File: src/debug_pkg.sv
`default_nettype none

package debug_pkg;

  ////////////////////////////////////////////////////////////
  // widths
  ////////////////////////////////////////////////////////////
  localparam int DATA_W       = 32;         // instruction and cycle counter
  localparam int BYTE_W       = 8;          // uart byte
  localparam int INST_ADDR_W  = 7;          // instruction memory depth 128
  localparam int BUCKET_BYTES = 4;
  localparam int BUCKET_W     = BUCKET_BYTES * BYTE_W;

  // bytes per instruction word sent lsb first
  localparam int WORD_BYTES = DATA_W / BYTE_W;
  localparam int LANE_W     = $clog2(WORD_BYTES);
  localparam logic [LANE_W-1:0] LAST_LANE = LANE_W'(WORD_BYTES - 1);

  // bucket byte index
  localparam int SEND_IDX_W = $clog2(BUCKET_BYTES);
  localparam logic [SEND_IDX_W-1:0] LAST_SEND_IDX = SEND_IDX_W'(BUCKET_BYTES - 1);

  ////////////////////////////////////////////////////////////
  // program end marker
  ////////////////////////////////////////////////////////////
  localparam int OPCODE_LSB = 26;             // opcode field is [31:26]
  localparam logic [5:0] HALT_OPCODE = 6'b111111;

  ////////////////////////////////////////////////////////////
  // encodings
  ////////////////////////////////////////////////////////////
  typedef enum logic [7:0] {
    CMD_START        = 8'd1,
    CMD_CONTINUOUS   = 8'd2,
    CMD_STEP_BY_STEP = 8'd3,
    CMD_REPROGRAM    = 8'd5,
    CMD_STEP         = 8'd6
  } host_cmd_e;

  typedef enum logic [2:0] {
    ST_IDLE,
    ST_PROGRAMMING,
    ST_WAITING,
    ST_STEP_BY_STEP,
    ST_CONTINUOUS,
    ST_SENDING
  } debug_state_e;

  // code seen by the cpu clock gate
  typedef enum logic [1:0] {
    CLK_HOLD = 2'd0,
    CLK_STEP = 2'd1,
    CLK_RUN  = 2'd2
  } clk_mode_e;

endpackage

`default_nettype wire

File: src/loader_if.sv
`timescale 1ns/1ps
`default_nettype none

// byte stream from the sequencer into the program loader
interface loader_if;

  logic                         load_en;     // high while programming
  logic                         byte_valid;  // gated rx strobe
  logic [debug_pkg::BYTE_W-1:0] byte_data;
  logic                         load_done;   // halt word written

  modport sequencer (
    output load_en,
    output byte_valid,
    output byte_data,
    input  load_done
  );

  modport loader (
    input  load_en,
    input  byte_valid,
    input  byte_data,
    output load_done
  );

endinterface

`default_nettype wire

File: src/debug_sequencer.sv
`timescale 1ns/1ps
`default_nettype none

module debug_sequencer
(
  input  logic                         clk,
  input  logic                         reset,
  input  logic                         halt,          // cpu reached end of program
  input  logic                         rx_done_tick,
  input  logic [debug_pkg::BYTE_W-1:0] rx_data,
  loader_if.sequencer                  ld,
  output logic                         step_req,
  output logic                         run_en,
  output logic                         count_clear,
  output logic                         send_req,
  input  logic                         send_done,
  output logic                         debug
);

  debug_pkg::debug_state_e state;
  debug_pkg::debug_state_e state_next;
  logic                    in_prog;

  ////////////////////////////////////////////////////////////
  // state register
  ////////////////////////////////////////////////////////////
  always_ff @(posedge clk)
  begin
    if (reset)
      state <= debug_pkg::ST_IDLE;
    else
      state <= state_next;
  end

  ////////////////////////////////////////////////////////////
  // command decode and next state
  ////////////////////////////////////////////////////////////
  always_comb
  begin
    state_next = state;
    step_req   = 1'b0;
    send_req   = 1'b0;
    case (state)
      debug_pkg::ST_IDLE:
      begin
        if (rx_done_tick && (rx_data == debug_pkg::CMD_START))
          state_next = debug_pkg::ST_PROGRAMMING;   // other bytes dropped
      end
      debug_pkg::ST_PROGRAMMING:
      begin
        if (ld.load_done)
          state_next = debug_pkg::ST_WAITING;
      end
      debug_pkg::ST_WAITING:
      begin
        if (rx_done_tick)
        begin
          case (debug_pkg::host_cmd_e'(rx_data))
            debug_pkg::CMD_CONTINUOUS:   state_next = debug_pkg::ST_CONTINUOUS;
            debug_pkg::CMD_STEP_BY_STEP: state_next = debug_pkg::ST_STEP_BY_STEP;
            default:                     state_next = debug_pkg::ST_IDLE;  // reprogram or unknown
          endcase
        end
      end
      debug_pkg::ST_STEP_BY_STEP:
      begin
        if (rx_done_tick && (rx_data == debug_pkg::CMD_STEP))
        begin
          step_req   = 1'b1;                 // one cpu clock
          send_req   = 1'b1;                 // report state right after
          state_next = debug_pkg::ST_SENDING;
        end
      end
      debug_pkg::ST_CONTINUOUS:
      begin
        if (halt)
        begin
          send_req   = 1'b1;
          state_next = debug_pkg::ST_SENDING;
        end
      end
      debug_pkg::ST_SENDING:
      begin
        // host bytes are ignored until the bucket is out
        if (send_done)
          state_next = halt ? debug_pkg::ST_WAITING : debug_pkg::ST_STEP_BY_STEP;
      end
      default:
        state_next = debug_pkg::ST_IDLE;
    endcase
  end

  ////////////////////////////////////////////////////////////
  // levels to the other blocks
  ////////////////////////////////////////////////////////////
  assign in_prog = (state == debug_pkg::ST_PROGRAMMING);

  assign run_en      = (state == debug_pkg::ST_CONTINUOUS) && !halt;
  assign count_clear = (state == debug_pkg::ST_IDLE) || in_prog ||
                       (state == debug_pkg::ST_WAITING);
  assign debug       = in_prog;              // memory being written

  // loader only sees bytes while programming
  assign ld.load_en    = in_prog;
  assign ld.byte_valid = rx_done_tick && in_prog;
  assign ld.byte_data  = rx_data;

endmodule

`default_nettype wire

File: src/program_loader.sv
`timescale 1ns/1ps
`default_nettype none

module program_loader
(
  input  logic                              clk,
  input  logic                              reset,
  loader_if.loader                          ld,
  output logic [debug_pkg::DATA_W-1:0]      ins_to_mem,    // assembled word
  output logic [debug_pkg::INST_ADDR_W-1:0] addr_mem_inst, // write address
  output logic                              wr_ram_inst    // one cycle per word
);

  logic [debug_pkg::LANE_W-1:0] lane;        // next byte position
  logic                         word_full;

  assign word_full = ld.byte_valid && (lane == debug_pkg::LAST_LANE);

  ////////////////////////////////////////////////////////////
  // lane, address and write strobe
  ////////////////////////////////////////////////////////////
  always_ff @(posedge clk)
  begin
    if (reset)
    begin
      lane          <= '0;
      addr_mem_inst <= '0;
      wr_ram_inst   <= 1'b0;
    end
    else
    begin
      wr_ram_inst <= word_full;
      if (!ld.load_en)
      begin
        lane          <= '0;                 // restart at address 0
        addr_mem_inst <= '0;
      end
      else
      begin
        if (ld.byte_valid)
          lane <= lane + 1'b1;               // wraps after the msb
        if (wr_ram_inst)
          addr_mem_inst <= addr_mem_inst + 1'b1;
      end
    end
  end

  ////////////////////////////////////////////////////////////
  // byte assembly with the first byte least significant
  ////////////////////////////////////////////////////////////
  always_ff @(posedge clk)
  begin
    if (ld.byte_valid)
      ins_to_mem[lane*debug_pkg::BYTE_W +: debug_pkg::BYTE_W] <= ld.byte_data;
  end

  // halt opcode ends the program in the same cycle as its write
  assign ld.load_done = wr_ram_inst &&
    (ins_to_mem[debug_pkg::DATA_W-1:debug_pkg::OPCODE_LSB] == debug_pkg::HALT_OPCODE);

endmodule

`default_nettype wire

File: src/cpu_clock_ctrl.sv
`timescale 1ns/1ps
`default_nettype none

module cpu_clock_ctrl
(
  input  logic                         clk,
  input  logic                         reset,
  input  logic                         step_req,     // single cpu clock
  input  logic                         run_en,       // free running
  input  logic                         count_clear,
  output debug_pkg::clk_mode_e         ctrl_clk_mips,
  output logic [debug_pkg::DATA_W-1:0] cycle_count
);

  logic tick;                                // cpu gets a clock next cycle

  assign tick = step_req || run_en;

  ////////////////////////////////////////////////////////////
  // clock-control code
  ////////////////////////////////////////////////////////////
  always_ff @(posedge clk)
  begin
    if (reset)
      ctrl_clk_mips <= debug_pkg::CLK_HOLD;
    else if (step_req)
      ctrl_clk_mips <= debug_pkg::CLK_STEP;
    else if (run_en)
      ctrl_clk_mips <= debug_pkg::CLK_RUN;
    else
      ctrl_clk_mips <= debug_pkg::CLK_HOLD;
  end

  ////////////////////////////////////////////////////////////
  // cpu cycle counter
  ////////////////////////////////////////////////////////////
  always_ff @(posedge clk)
  begin
    if (reset || count_clear)
      cycle_count <= '0;
    else if (tick)
      cycle_count <= cycle_count + 1'b1;     // tracks the code above
  end

endmodule

`default_nettype wire

File: src/bucket_sender.sv
`timescale 1ns/1ps
`default_nettype none

module bucket_sender
(
  input  logic                           clk,
  input  logic                           reset,
  input  logic                           send_req,
  input  logic [debug_pkg::BUCKET_W-1:0] bucket,
  input  logic                           tx_done_tick,  // uart finished a byte
  output logic                           tx_start,
  output logic [debug_pkg::BYTE_W-1:0]   tx_data,
  output logic                           send_done
);

  logic [debug_pkg::BUCKET_W-1:0]   bucket_q;   // snapshot at send start
  logic [debug_pkg::SEND_IDX_W-1:0] byte_idx;
  logic                             byte_sent;
  logic                             last_byte;

  assign byte_sent = tx_start && tx_done_tick;
  assign last_byte = byte_sent && (byte_idx == debug_pkg::LAST_SEND_IDX);

  ////////////////////////////////////////////////////////////
  // byte sequencing
  ////////////////////////////////////////////////////////////
  always_ff @(posedge clk)
  begin
    if (reset)
    begin
      tx_start  <= 1'b0;
      byte_idx  <= '0;
      send_done <= 1'b0;
    end
    else
    begin
      send_done <= last_byte;
      if (send_req)
      begin
        tx_start <= 1'b1;
        byte_idx <= '0;                      // lsb goes first
      end
      else if (byte_sent)
      begin
        byte_idx <= byte_idx + 1'b1;
        if (last_byte)
          tx_start <= 1'b0;
      end
    end
  end

  always_ff @(posedge clk)
  begin
    if (send_req)
      bucket_q <= bucket;
  end

  assign tx_data = bucket_q[byte_idx*debug_pkg::BYTE_W +: debug_pkg::BYTE_W];

endmodule

`default_nettype wire

File: src/debug_unit.sv
`timescale 1ns/1ps
`default_nettype none

module debug_unit
(
  input  logic                              clk,
  input  logic                              reset,
  input  logic                              halt,
  input  logic [debug_pkg::BUCKET_W-1:0]    bucket,
  // uart side
  input  logic                              rx_done_tick,
  input  logic [debug_pkg::BYTE_W-1:0]      rx_data,
  input  logic                              tx_done_tick,
  output logic                              tx_start,
  output logic [debug_pkg::BYTE_W-1:0]      tx_data,
  // cpu side
  output logic [debug_pkg::DATA_W-1:0]      ins_to_mem,
  output logic [debug_pkg::INST_ADDR_W-1:0] addr_mem_inst,
  output logic                              wr_ram_inst,
  output logic [1:0]                        ctrl_clk_mips,
  output logic                              debug,
  output logic [debug_pkg::DATA_W-1:0]      cycle_count
);

  logic step_req;
  logic run_en;
  logic count_clear;
  logic send_req;
  logic send_done;

  loader_if ld ();

  ////////////////////////////////////////////////////////////
  // control
  ////////////////////////////////////////////////////////////
  debug_sequencer u_sequencer (
    .clk          (clk),
    .reset        (reset),
    .halt         (halt),
    .rx_done_tick (rx_done_tick),
    .rx_data      (rx_data),
    .ld           (ld.sequencer),
    .step_req     (step_req),
    .run_en       (run_en),
    .count_clear  (count_clear),
    .send_req     (send_req),
    .send_done    (send_done),
    .debug        (debug)
  );

  ////////////////////////////////////////////////////////////
  // datapath blocks
  ////////////////////////////////////////////////////////////
  program_loader u_loader (
    .clk           (clk),
    .reset         (reset),
    .ld            (ld.loader),
    .ins_to_mem    (ins_to_mem),
    .addr_mem_inst (addr_mem_inst),
    .wr_ram_inst   (wr_ram_inst)
  );

  cpu_clock_ctrl u_clock_ctrl (
    .clk           (clk),
    .reset         (reset),
    .step_req      (step_req),
    .run_en        (run_en),
    .count_clear   (count_clear),
    .ctrl_clk_mips (ctrl_clk_mips),   // enum code onto the 2-bit port
    .cycle_count   (cycle_count)
  );

  bucket_sender u_sender (
    .clk          (clk),
    .reset        (reset),
    .send_req     (send_req),
    .bucket       (bucket),
    .tx_done_tick (tx_done_tick),
    .tx_start     (tx_start),
    .tx_data      (tx_data),
    .send_done    (send_done)
  );

endmodule

`default_nettype wire

File: config.mk
export PLATFORM = sky130hd
export DESIGN_NAME = debug_unit
export DESIGN_NICKNAME = d
export VERILOG_FILES = /design/src/debug_pkg.sv /design/src/loader_if.sv /design/src/debug_sequencer.sv /design/src/program_loader.sv /design/src/cpu_clock_ctrl.sv /design/src/bucket_sender.sv /design/src/debug_unit.sv
export SDC_FILE = /design/constraint.sdc
export NUM_CORES = 1
export LEC_CHECK = 0
export BUFFER_PORTS_ARGS = -buffer_cell sky130_fd_sc_hd__buf_2
export CORE_MARGIN = 2
export CORE_UTILIZATION = 57
export DETAILED_ROUTE_END_ITERATION = 8
export PLACE_DENSITY = 0.95
export SKIP_CTS_REPAIR_TIMING = 1
export SYNTH_ARGS = -nofsm -noshare
export SYNTH_HDL_FRONTEND = slang
export SYNTH_SLANG_ARGS = --single-unit
export TNS_END_PERCENT = 30
File: constraint.sdc
create_clock -name clk -period 10.1 [get_ports clk]
set_clock_uncertainty 0.2 [all_clocks]
set_input_delay 0.505 -clock clk [delete_from_list [all_inputs] [get_ports clk]]
set_output_delay 0.505 -clock clk [all_outputs]
set_load 0.01 [all_outputs]
Word-level counts from Yosys, hierarchy flattened
Index checks and enable logic that the tools add are counted.

Bitwise logic cells: 1. Equality and inequality tests: 18. $add $sub $neg: 5. Shifts and indexed selects: 3. Muxes and demuxes: 19. Reductions and logical operators: 21.

Operators with widths (count): negator 5 -> 34 bit (1); variable shift 8 x 34 -> 32 bit (first input constant) (1); variable part select 8 x 34 -> 32 bit (1); adder 32 x 1 -> 32 bit (second input constant) (1); bitwise mux 32 bit (1); variable part select 32 x 6 -> 8 bit (1); 2-to-1 mux 3 bit (6); one-hot mux 3 bit (6 select lines) (1); equality test 8 x 2 -> 1 bit (second input constant) (2); equality test 8 x 1 -> 1 bit (second input constant) (1); equality test 8 x 3 -> 1 bit (second input constant) (1); logical AND 1 bit (8); 2-to-1 mux 1 bit (8); adder 7 x 1 -> 7 bit (second input constant) (1); equality test 3 x 2 -> 1 bit (second input constant) (2); equality test 3 bit (second input constant) (2); equality test 6 bit (second input constant) (1); inequality test 2 x 1 -> 1 bit (second input constant) (3); inequality test 2 bit (second input constant) (3); one-hot mux 3 bit (2 select lines) (1); AND reduction 6 bit (1); OR reduction 2 bit (3); adder 2 x 1 -> 2 bit (second input constant) (2); equality test 2 bit (second input constant) (2); other kinds (9) (13).

Logic and storage cells: 79. Output and inout port bits: 84. Register bits: 115. Input port bits: 45.

Logic depth before layout (Yosys ltp)
Gate-level depths: netlist of the first run.

Depth after elaboration: 6. Depth in mapped cells: 8. Mapped depth without buffers: 6.

Hierarchy
Synthesis of the first run repeated with hierarchy kept, for this count alone.

Cell total of the unflattened synthesis: 427. Area total of the unflattened synthesis: 5136.2 um^2.

Modules (own cells, without submodules): program_loader (cells an instance 128, times used 1, seq. area each 1161.1 um^2, area each 1741.7 um^2); cpu_clock_ctrl (cells an instance 184, times used 1, seq. area each 680.7 um^2, area each 1621.6 um^2); bucket_sender (cells an instance 57, times used 1, seq. area each 1041.0 um^2, area each 1326.3 um^2); debug_sequencer (cells an instance 58, times used 1, seq. area each 60.1 um^2, area each 446.7 um^2).

Least setup slack after synthesis of the first run
OpenSTA, ideal clock, no wires.

Path type: reg-to-reg. Start point: register u_sequencer.state[0]. End point: register u_sender.bucket_q[0] in the netlist's numbering (enable). Library setup time: 0.473 ns. Cell stages (with the launch flop): 4. Clock period less this slack: 3.898 ns. Arrival time: 3.224 ns. Buffers on the path: 1. Slack: 6.202 ns. Required time: 9.427 ns. Cell sequence: dfxtp_1 > clkbuf_8 > or2_2 > o21ai_0.

Cells in the longest elaborated chain, start to end: 2. Elaborated cells on any way between the ends: 3. Classes of those cells: eq/ne: 2; mux: 1.

Ends and longest elaborated chain: start: declaration (line debug_sequencer.sv:20) `debug_pkg::debug_state_e state;`; start signal: assignment (line debug_sequencer.sv:30) `state <= debug_pkg::ST_IDLE;`; start signal: assignment (line debug_sequencer.sv:32) `state <= state_next;`; equality test 3 bit / equality test 3 x 2 -> 1 bit (equally long branches) (line debug_sequencer.sv:43) `case (state)`; one-hot mux 1 bit (2 select lines) (*) (line debug_sequencer.sv:43); net send_req (line debug_unit.sv:28) `logic send_req;`; end signal: assignment (line bucket_sender.sv:55) `bucket_q <= bucket;`; end: declaration (line bucket_sender.sv:16) `logic [debug_pkg::BUCKET_W-1:0] bucket_q;`.

Mark *: on every way through the listed nets, which the timed path passes. The rest lies on a longest branch. A chain may end at the register's enable or synchronous reset.

Worst setup path in the final report of the first run
Start point: register u_sequencer.state[0]. End point: output debug.

Cells in the longest elaborated chain, start to end: 1.

Ends and longest elaborated chain: equality test 3 x 1 -> 1 bit (line debug_sequencer.sv:96) `assign in_prog = (state == debug_pkg::ST_PROGRAMMING);`; end: declaration (line debug_unit.sv:21) `output logic debug,`.

No other way between the ends.

==> results of run 1 <==
==> routing by layer <==
| metal | GRT usage | wire length [um] | vias up |
|---|---|---|---|
| met5 | 0 | 12 | - |
| met4 | 0.0790 | 386 | 2 |
| met3 | 0.0780 | 1130 | 35 |
| met2 | 0.440 | 7250 | 237 |
| met1 | 0.311 | 5020 | 1971 |
| li1 | - | - | 1891 |
==> where the power goes <==
part / total (mW) / internal (mW) / switching, mW
clock network: 0.611 / 0.378 / 0.233
logic: 0.0763 / 0.0344 / 0.0420
registers: 0.510 / 0.502 / 0.00742
==> cells in the mapped netlist (all sizes together), types with 9 or more instances <==
master	number	area share
edfxtp	64	0.38
a21oi	19	0.019
nor2	41	0.030
nand3	14	0.014
clkbuf	13	0.014
dfxtp	51	0.20
nand2	26	0.019
or3	9	0.012
xnor2	18	0.031
and2	33	0.042
xor2	9	0.016
nand4	13	0.016
o21ai	13	0.013
==> registers in the layout, summed over array words and instances, names as in the netlist, 2 cells and up <==
name / count
u_sequencer.state: 3
u_clock_ctrl.cycle_count: 32
u_loader.lane: 2
u_loader.ins_to_mem: 32
u_clock_ctrl.ctrl_clk_mips: 2
u_sender.bucket_q: 32
u_sender.byte_idx: 2
u_loader.addr_mem_inst: 7
==> kinds of logic after synthesis <==
logic type	Yosys count	share of synthesized area
AND/OR/NAND/NOR	177	0.195
flip-flops	115	0.582
AO/OA/AOI/OAI	59	0.0863
XOR/XNOR	27	0.0468
buffers and inverters	24	0.0270
multiplexers	12	0.0435
adder cells (fa/ha/maj)	8	0.0198
==> layout make-up <==
cell class / instances / area [um^2]
Clock buffer: 17 / 414
Multi-Input combinational cell: 283 / 1990
Sequential cell: 115 / 2940
Clock inverter: 15 / 183
Tap cell: 108 / 135
Inverter: 5 / 18.8
Fill cell: 536 / 2030
Timing Repair Buffer: 160 / 961
==> worst max path at each step <==
stage,from,to,slack [ns]
6_report,u_sequencer.state[0],debug,7.32
5_1_grt,u_sender.byte_idx[0],tx_data[0],7.24
4_1_cts,u_sender.byte_idx[0],tx_data[6],7.36
3_3_place_gp,rx_data[4],u_sender.bucket_q[1],7.31
2_1_floorplan,u_sequencer.state[0],u_sender.bucket_q[0],6.20
3_5_place_dp,rx_data[4],u_sender.bucket_q[1],7.26
==> stage by stage <==
stage | total power, mW | std cells | hold WS (ns) | instance area [um^2] | utilization
2_1_floorplan | 0.558 | 422 | 0.302 | 5060 | -
3_3_place_gp | 0.578 | 639 | 0.265 | 5730 | 0.660
3_5_place_dp | 0.583 | 639 | 0.280 | 5730 | 0.660
4_1_cts | 1.18 | 671 | -0.0507 | 6320 | 0.729
5_1_grt | 1.23 | 703 | 0.111 | 6640 | 0.766
6_report | 1.20 | 703 | 0.123 | 6640 | 0.766
==> critical path: cells and delay by family, from the launching register on <==
| kind | cells | cell delay [ns] |
|---|---|---|
| simple gates | 1 | 0.77 |
| flops | 1 | 0.51 |
| buf+inv | 1 | 0.27 |
==> results by group, run 1 <==
Outcome
  • Status: complete, no violations

Place
  • Post-detail-place hpwl: 8.30 mm
  • GP Congestion: 0.885
  • PortBufs: 128
  • Pre-CTS setup slack: 7.26 ns

Clock tree
  • Clk Latency, worst-skew pair: 0.52 ns
  • Max clock buf depth: 2
  • Reg clk slew, reported paths: 0.06 ns
  • CTS Buf Count: 17
  • CTS tree: done
  • CTS HTree Levels: 4
  • Root Buffer: clkbuf_8
  • CTS sink count: 115

Setup path
  • CP endpoint kind: primary output
  • CP max FO: 10
  • Crit path DAT: 2.07 ns
  • Worst R2R End: u_sender.bucket_q[0]
  • FF-to-FF Start: u_sequencer.state[0]
  • Worst EP required: 9.40 ns
  • CP max-delay cell: nor3b_1
  • Worst Setup Start Kind: flip-flop
  • Worst path max stage delay: 0.77 ns
  • R2R depth: 3
  • Cell chain of the critical path: nor3b_1 > buf_2
  • Crit Path Category: reg -> out
  • Worst reg2reg setup slack: 7.57 ns

Pwr
  • Pleak: 2.54 nW
  • Pwr dens: 180 nW/um^2
  • Worst vdd ir: 0.142 mV

STA
  • Tmin final: 2.78 ns
  • Worst-margin pin slew: 1.10 ns
  • Fin worst setup slack: 7.32 ns
  • Final setup fails: 0
  • Setup TNS: 0 ns
  • Fmax: 360 MHz
  • Final Hold Viols: 0
  • RSZ-0062 raised after global routing: false
  • Fin. max-slew vios: 0
  • Fin crit share: 0.275
  • Rel. slew slack: 0.265

Synth
  • Mapped Nets: 475
  • Async S/R FF share, synth: 0
  • Yosys cell types: 56
  • Post-synth EDFFs: 64
  • Top FF cell, synth: edfxtp_1
  • Yosys warning count: 0
  • FF+latch count, synth: 115
  • Synth Area per Inst: 12.0 um^2
  • Post-Synthesis Cell Area: 5060 um^2
  • Sequential fraction of the synthesis area: 0.582
  • Cells after Synth: 422

Global routing
  • GRT Total Usage: 0.256
  • First-pass GRT wire length: 19.1 mm
  • Vias in the first global route: 3763
  • Antenna violations before repair: 1
  • Largest net degree at the start of global routing: 36
  • Overflow after GRT: 0

Cells and area
  • Most common cell after layout, fill and taps aside: buf_2
  • Area growth, synth to finish: 31.4%
  • Most frequent cells in the layout: buf_2, edfxtp_1, dfxtp_1
  • Ant diodes: 0
  • Layout cell share with drive strength beyond 1: 0.318
  • Final net count: 635

Detailed routing
  • Post-Route WL: 13.8 mm
  • Post-route ant nets: 0
  • Initial DRC count: 386
  • DR DRC count: 0
  • Vias post-DR: 4136
  • Via density: 5.88
  • Routed WL per cell: 19.6 um
  • 1st-pass router iterations: 5

Floorplan
  • Die W: 98.2 um
  • FP Rows: 34
  • DIE HEIGHT: 98.2 um
  • Core area: 8680 um^2
  • Die area: 9640 um^2
  • Initial Utilization: 0.583
  • Ports: 129

Worst hold path
  • Hold EP: u_sender.tx_start
  • Hold Path Class: in -> reg
  • Min-delay src: tx_done_tick
  • Hold depth: 4

Run
  • Max_cap viols: 0
Note: power is estimated with default switching activity, not from simulation.
==> run 2: changes to the inputs <==
CORE_UTILIZATION = 53   (was 57)
PLACE_DENSITY = 0.92   (was 0.95)
clock period = 2.7 ns   (was 10.1 ns; I/O delays follow)
==> results by group, run 2 (synthesized netlist as in run 1, its figures left out) <==
Outcome
  • Status: complete, no violations

Detailed routing
  • 1st-pass router iterations: 5 (unchanged)
  • Initial DRC count: 205 (-47%)
  • Post-Route WL: 12.4 mm (-10%)
  • Via density: 5.50 (-6.6%)
  • DR DRC count: 0 (unchanged)
  • Post-route ant nets: 0 (unchanged)
  • Routed WL per cell: 16.7 um (-15%)
  • Vias post-DR: 4078 (-1.4%)

STA
  • Fin. max-slew vios: 0 (unchanged)
  • RSZ-0062 raised after global routing: false
  • Fin crit share: 0.926
  • Rel. slew slack: 0.468 (+0.203)
  • Worst-margin pin slew: 0.796 ns (-0.302 ns)
  • Final Hold Viols: 0 (unchanged)
  • Fin worst setup slack: 0.201 ns (-7.12 ns)
  • Worst hold slack: 0.122 ns (-0.000759 ns)
  • Fmax: 400 MHz
  • Setup TNS: 0 ns (unchanged)
  • Tmin final: 2.50 ns
  • Final setup fails: 0 (unchanged)

Clock tree
  • Clk Latency, worst-skew pair: 0.51 ns (about the same)
  • Max clock buf depth: 2 (unchanged)
  • CTS Buf Count: 17 (unchanged)
  • Root Buffer: clkbuf_8
  • CTS HTree Levels: 4 (unchanged)
  • CTS tree: done
  • CTS sink count: 115 (unchanged)
  • Reg clk slew, reported paths: 0.05 ns (about the same)

Place
  • PortBufs: 128 (unchanged)
  • Dpl cells: 666 (+4.2%)
  • Post-detail-place hpwl: 7.91 mm (-4.7%)
  • GP Congestion: 0.838 (-5.3%)
  • Pre-CTS setup slack: 0.252 ns (-7.01 ns)

Cells and area
  • Most common cell after layout, fill and taps aside: buf_2
  • Regs by FF count: u_clock_ctrl.cycle_count x32, u_loader.ins_to_mem x32, u_sender.bucket_q x32
  • Area growth, synth to finish: 34.1%
  • Finished Layout Cells: 742 (+5.5%)
  • Layout cell share with drive strength beyond 1: 0.310 (-0.00719)
  • Most frequent cells in the layout: buf_2, edfxtp_1, dfxtp_1
  • # fillers: 599 (+12%)
  • Final net count: 653 (+2.8%)

Global routing
  • First-pass GRT wire length: 17.8 mm (-7.0%)
  • Vias in the first global route: 3692 (-1.9%)
  • Overflow after GRT: 0 (unchanged)
  • Antenna violations before repair: 0 (-1)
  • GRT Total Usage: 0.225 (-0.0306)
  • Largest net degree at the start of global routing: 36 (unchanged)

Run
  • Max_cap viols: 0 (unchanged)

Setup path
  • Worst reg2reg setup slack: 0.21 ns (-7.36 ns)
  • CP endpoint kind: flip-flop
  • Worst EP required: 2.88 ns (-6.52 ns)
  • Worst Setup Start Kind: primary input
  • CP max FO: 19 (+9)
  • CP max-delay cell: or4_4
  • Worst path max stage delay: 0.72 ns (-0.05 ns)
  • Cell chain of the critical path: dlygate4sd3_1 > buf_2 > or3_4 > or4_4 > a2111oi_0 > o21ai_0
  • Crit path DAT: 2.68 ns (+0.61 ns)
  • Crit Path Category: in -> reg

Floorplan
  • Ports: 129 (unchanged)
  • Initial Utilization: 0.547 (-0.0354)
  • FP Rows: 35 (+2.9%)
  • Core area: 9240 um^2 (+6.5%)
  • Die area: 10300 um^2 (+7.2%)
  • Die W: 102 um (+3.6%)
  • DIE HEIGHT: 102 um (+3.6%)

Pwr
  • Worst vdd ir: 0.439 mV (+210%)
  • Pleak: 2.61 nW (+2.6%)
  • Pwr dens: 626 nW/um^2 (+250%)

Worst hold path
  • Hold Path Class: in -> reg
==> run 2: cell types whose count changed in the layout (fill, tap and decap cells not counted), moves of 2 or more <==
cell	previous run	this run
buf_4	0	5
clkbuf_1	0	2
dlygate4sd3_1	32	44
inv_6	3	0
clkinvlp_4	3	1
clkinv_1	1	3
clkinv_4	4	2
clkinv_2	1	4
==> run 2: worst max-delay path: cells and delay by family <==
family	cells	cell delay, ns
buffers and inverters	2	0.68
AND/OR/NAND/NOR	2	1.15
AO/OA/AOI/OAI	2	0.69
==> run 2: worst paths after layout <==
check | start | end | depth (start not counted)
setup / recovery | rx_data[4] | u_clock_ctrl.cycle_count[28] | 6
hold / removal | bucket[3] | u_sender.bucket_q[3] | 2
setup reg to reg | u_clock_ctrl.cycle_count[9] | u_clock_ctrl.cycle_count[29] | 5
hold reg to reg | u_clock_ctrl.cycle_count[31] | u_clock_ctrl.cycle_count[31] | 2
==> run 2: final cells by class <==
cell class / count / area, um^2 / area share
inverters: 5 / 18.8 / 0.00277
diodes: 1 / 2.50 / 0.000369
flip-flops and latches: 115 / 2940 / 0.434
well taps: 129 / 161 / 0.0238
clock buffers: 19 / 422 / 0.0622
clock inverters: 12 / 116 / 0.0172
multi-input cells: 283 / 1980 / 0.292
repair buffers: 178 / 1140 / 0.168
==> run 2: report_power, final <==
group	internal (mW)	switching, mW	total [mW]
logic	0.144	0.156	0.300
clock network	1.29	0.755	2.04
registers	1.88	0.0250	1.90
==> run 2: layer usage <==
metal / vias up / share of wire / wire length, um / track usage
met3: 24 / 0.052 / 637 / 0.0455
met2: 158 / 0.52 / 6460 / 0.372
li1: 1927 / - / - / -
met1: 1969 / 0.40 / 4990 / 0.282
met5: - / 0 / 0 / 0
met4: 0 / 0.022 / 270 / 0.109
==> run 2: per-stage QoR <==
stage	utilization	total power, mW	cell area, um^2
after detailed placement	0.628	2.19	5800
final	0.734	4.25	6780
after global routing	0.734	4.38	6780
after CTS	0.686	4.21	6340
after floorplan	-	2.09	5060
after global placement	0.628	2.17	5800
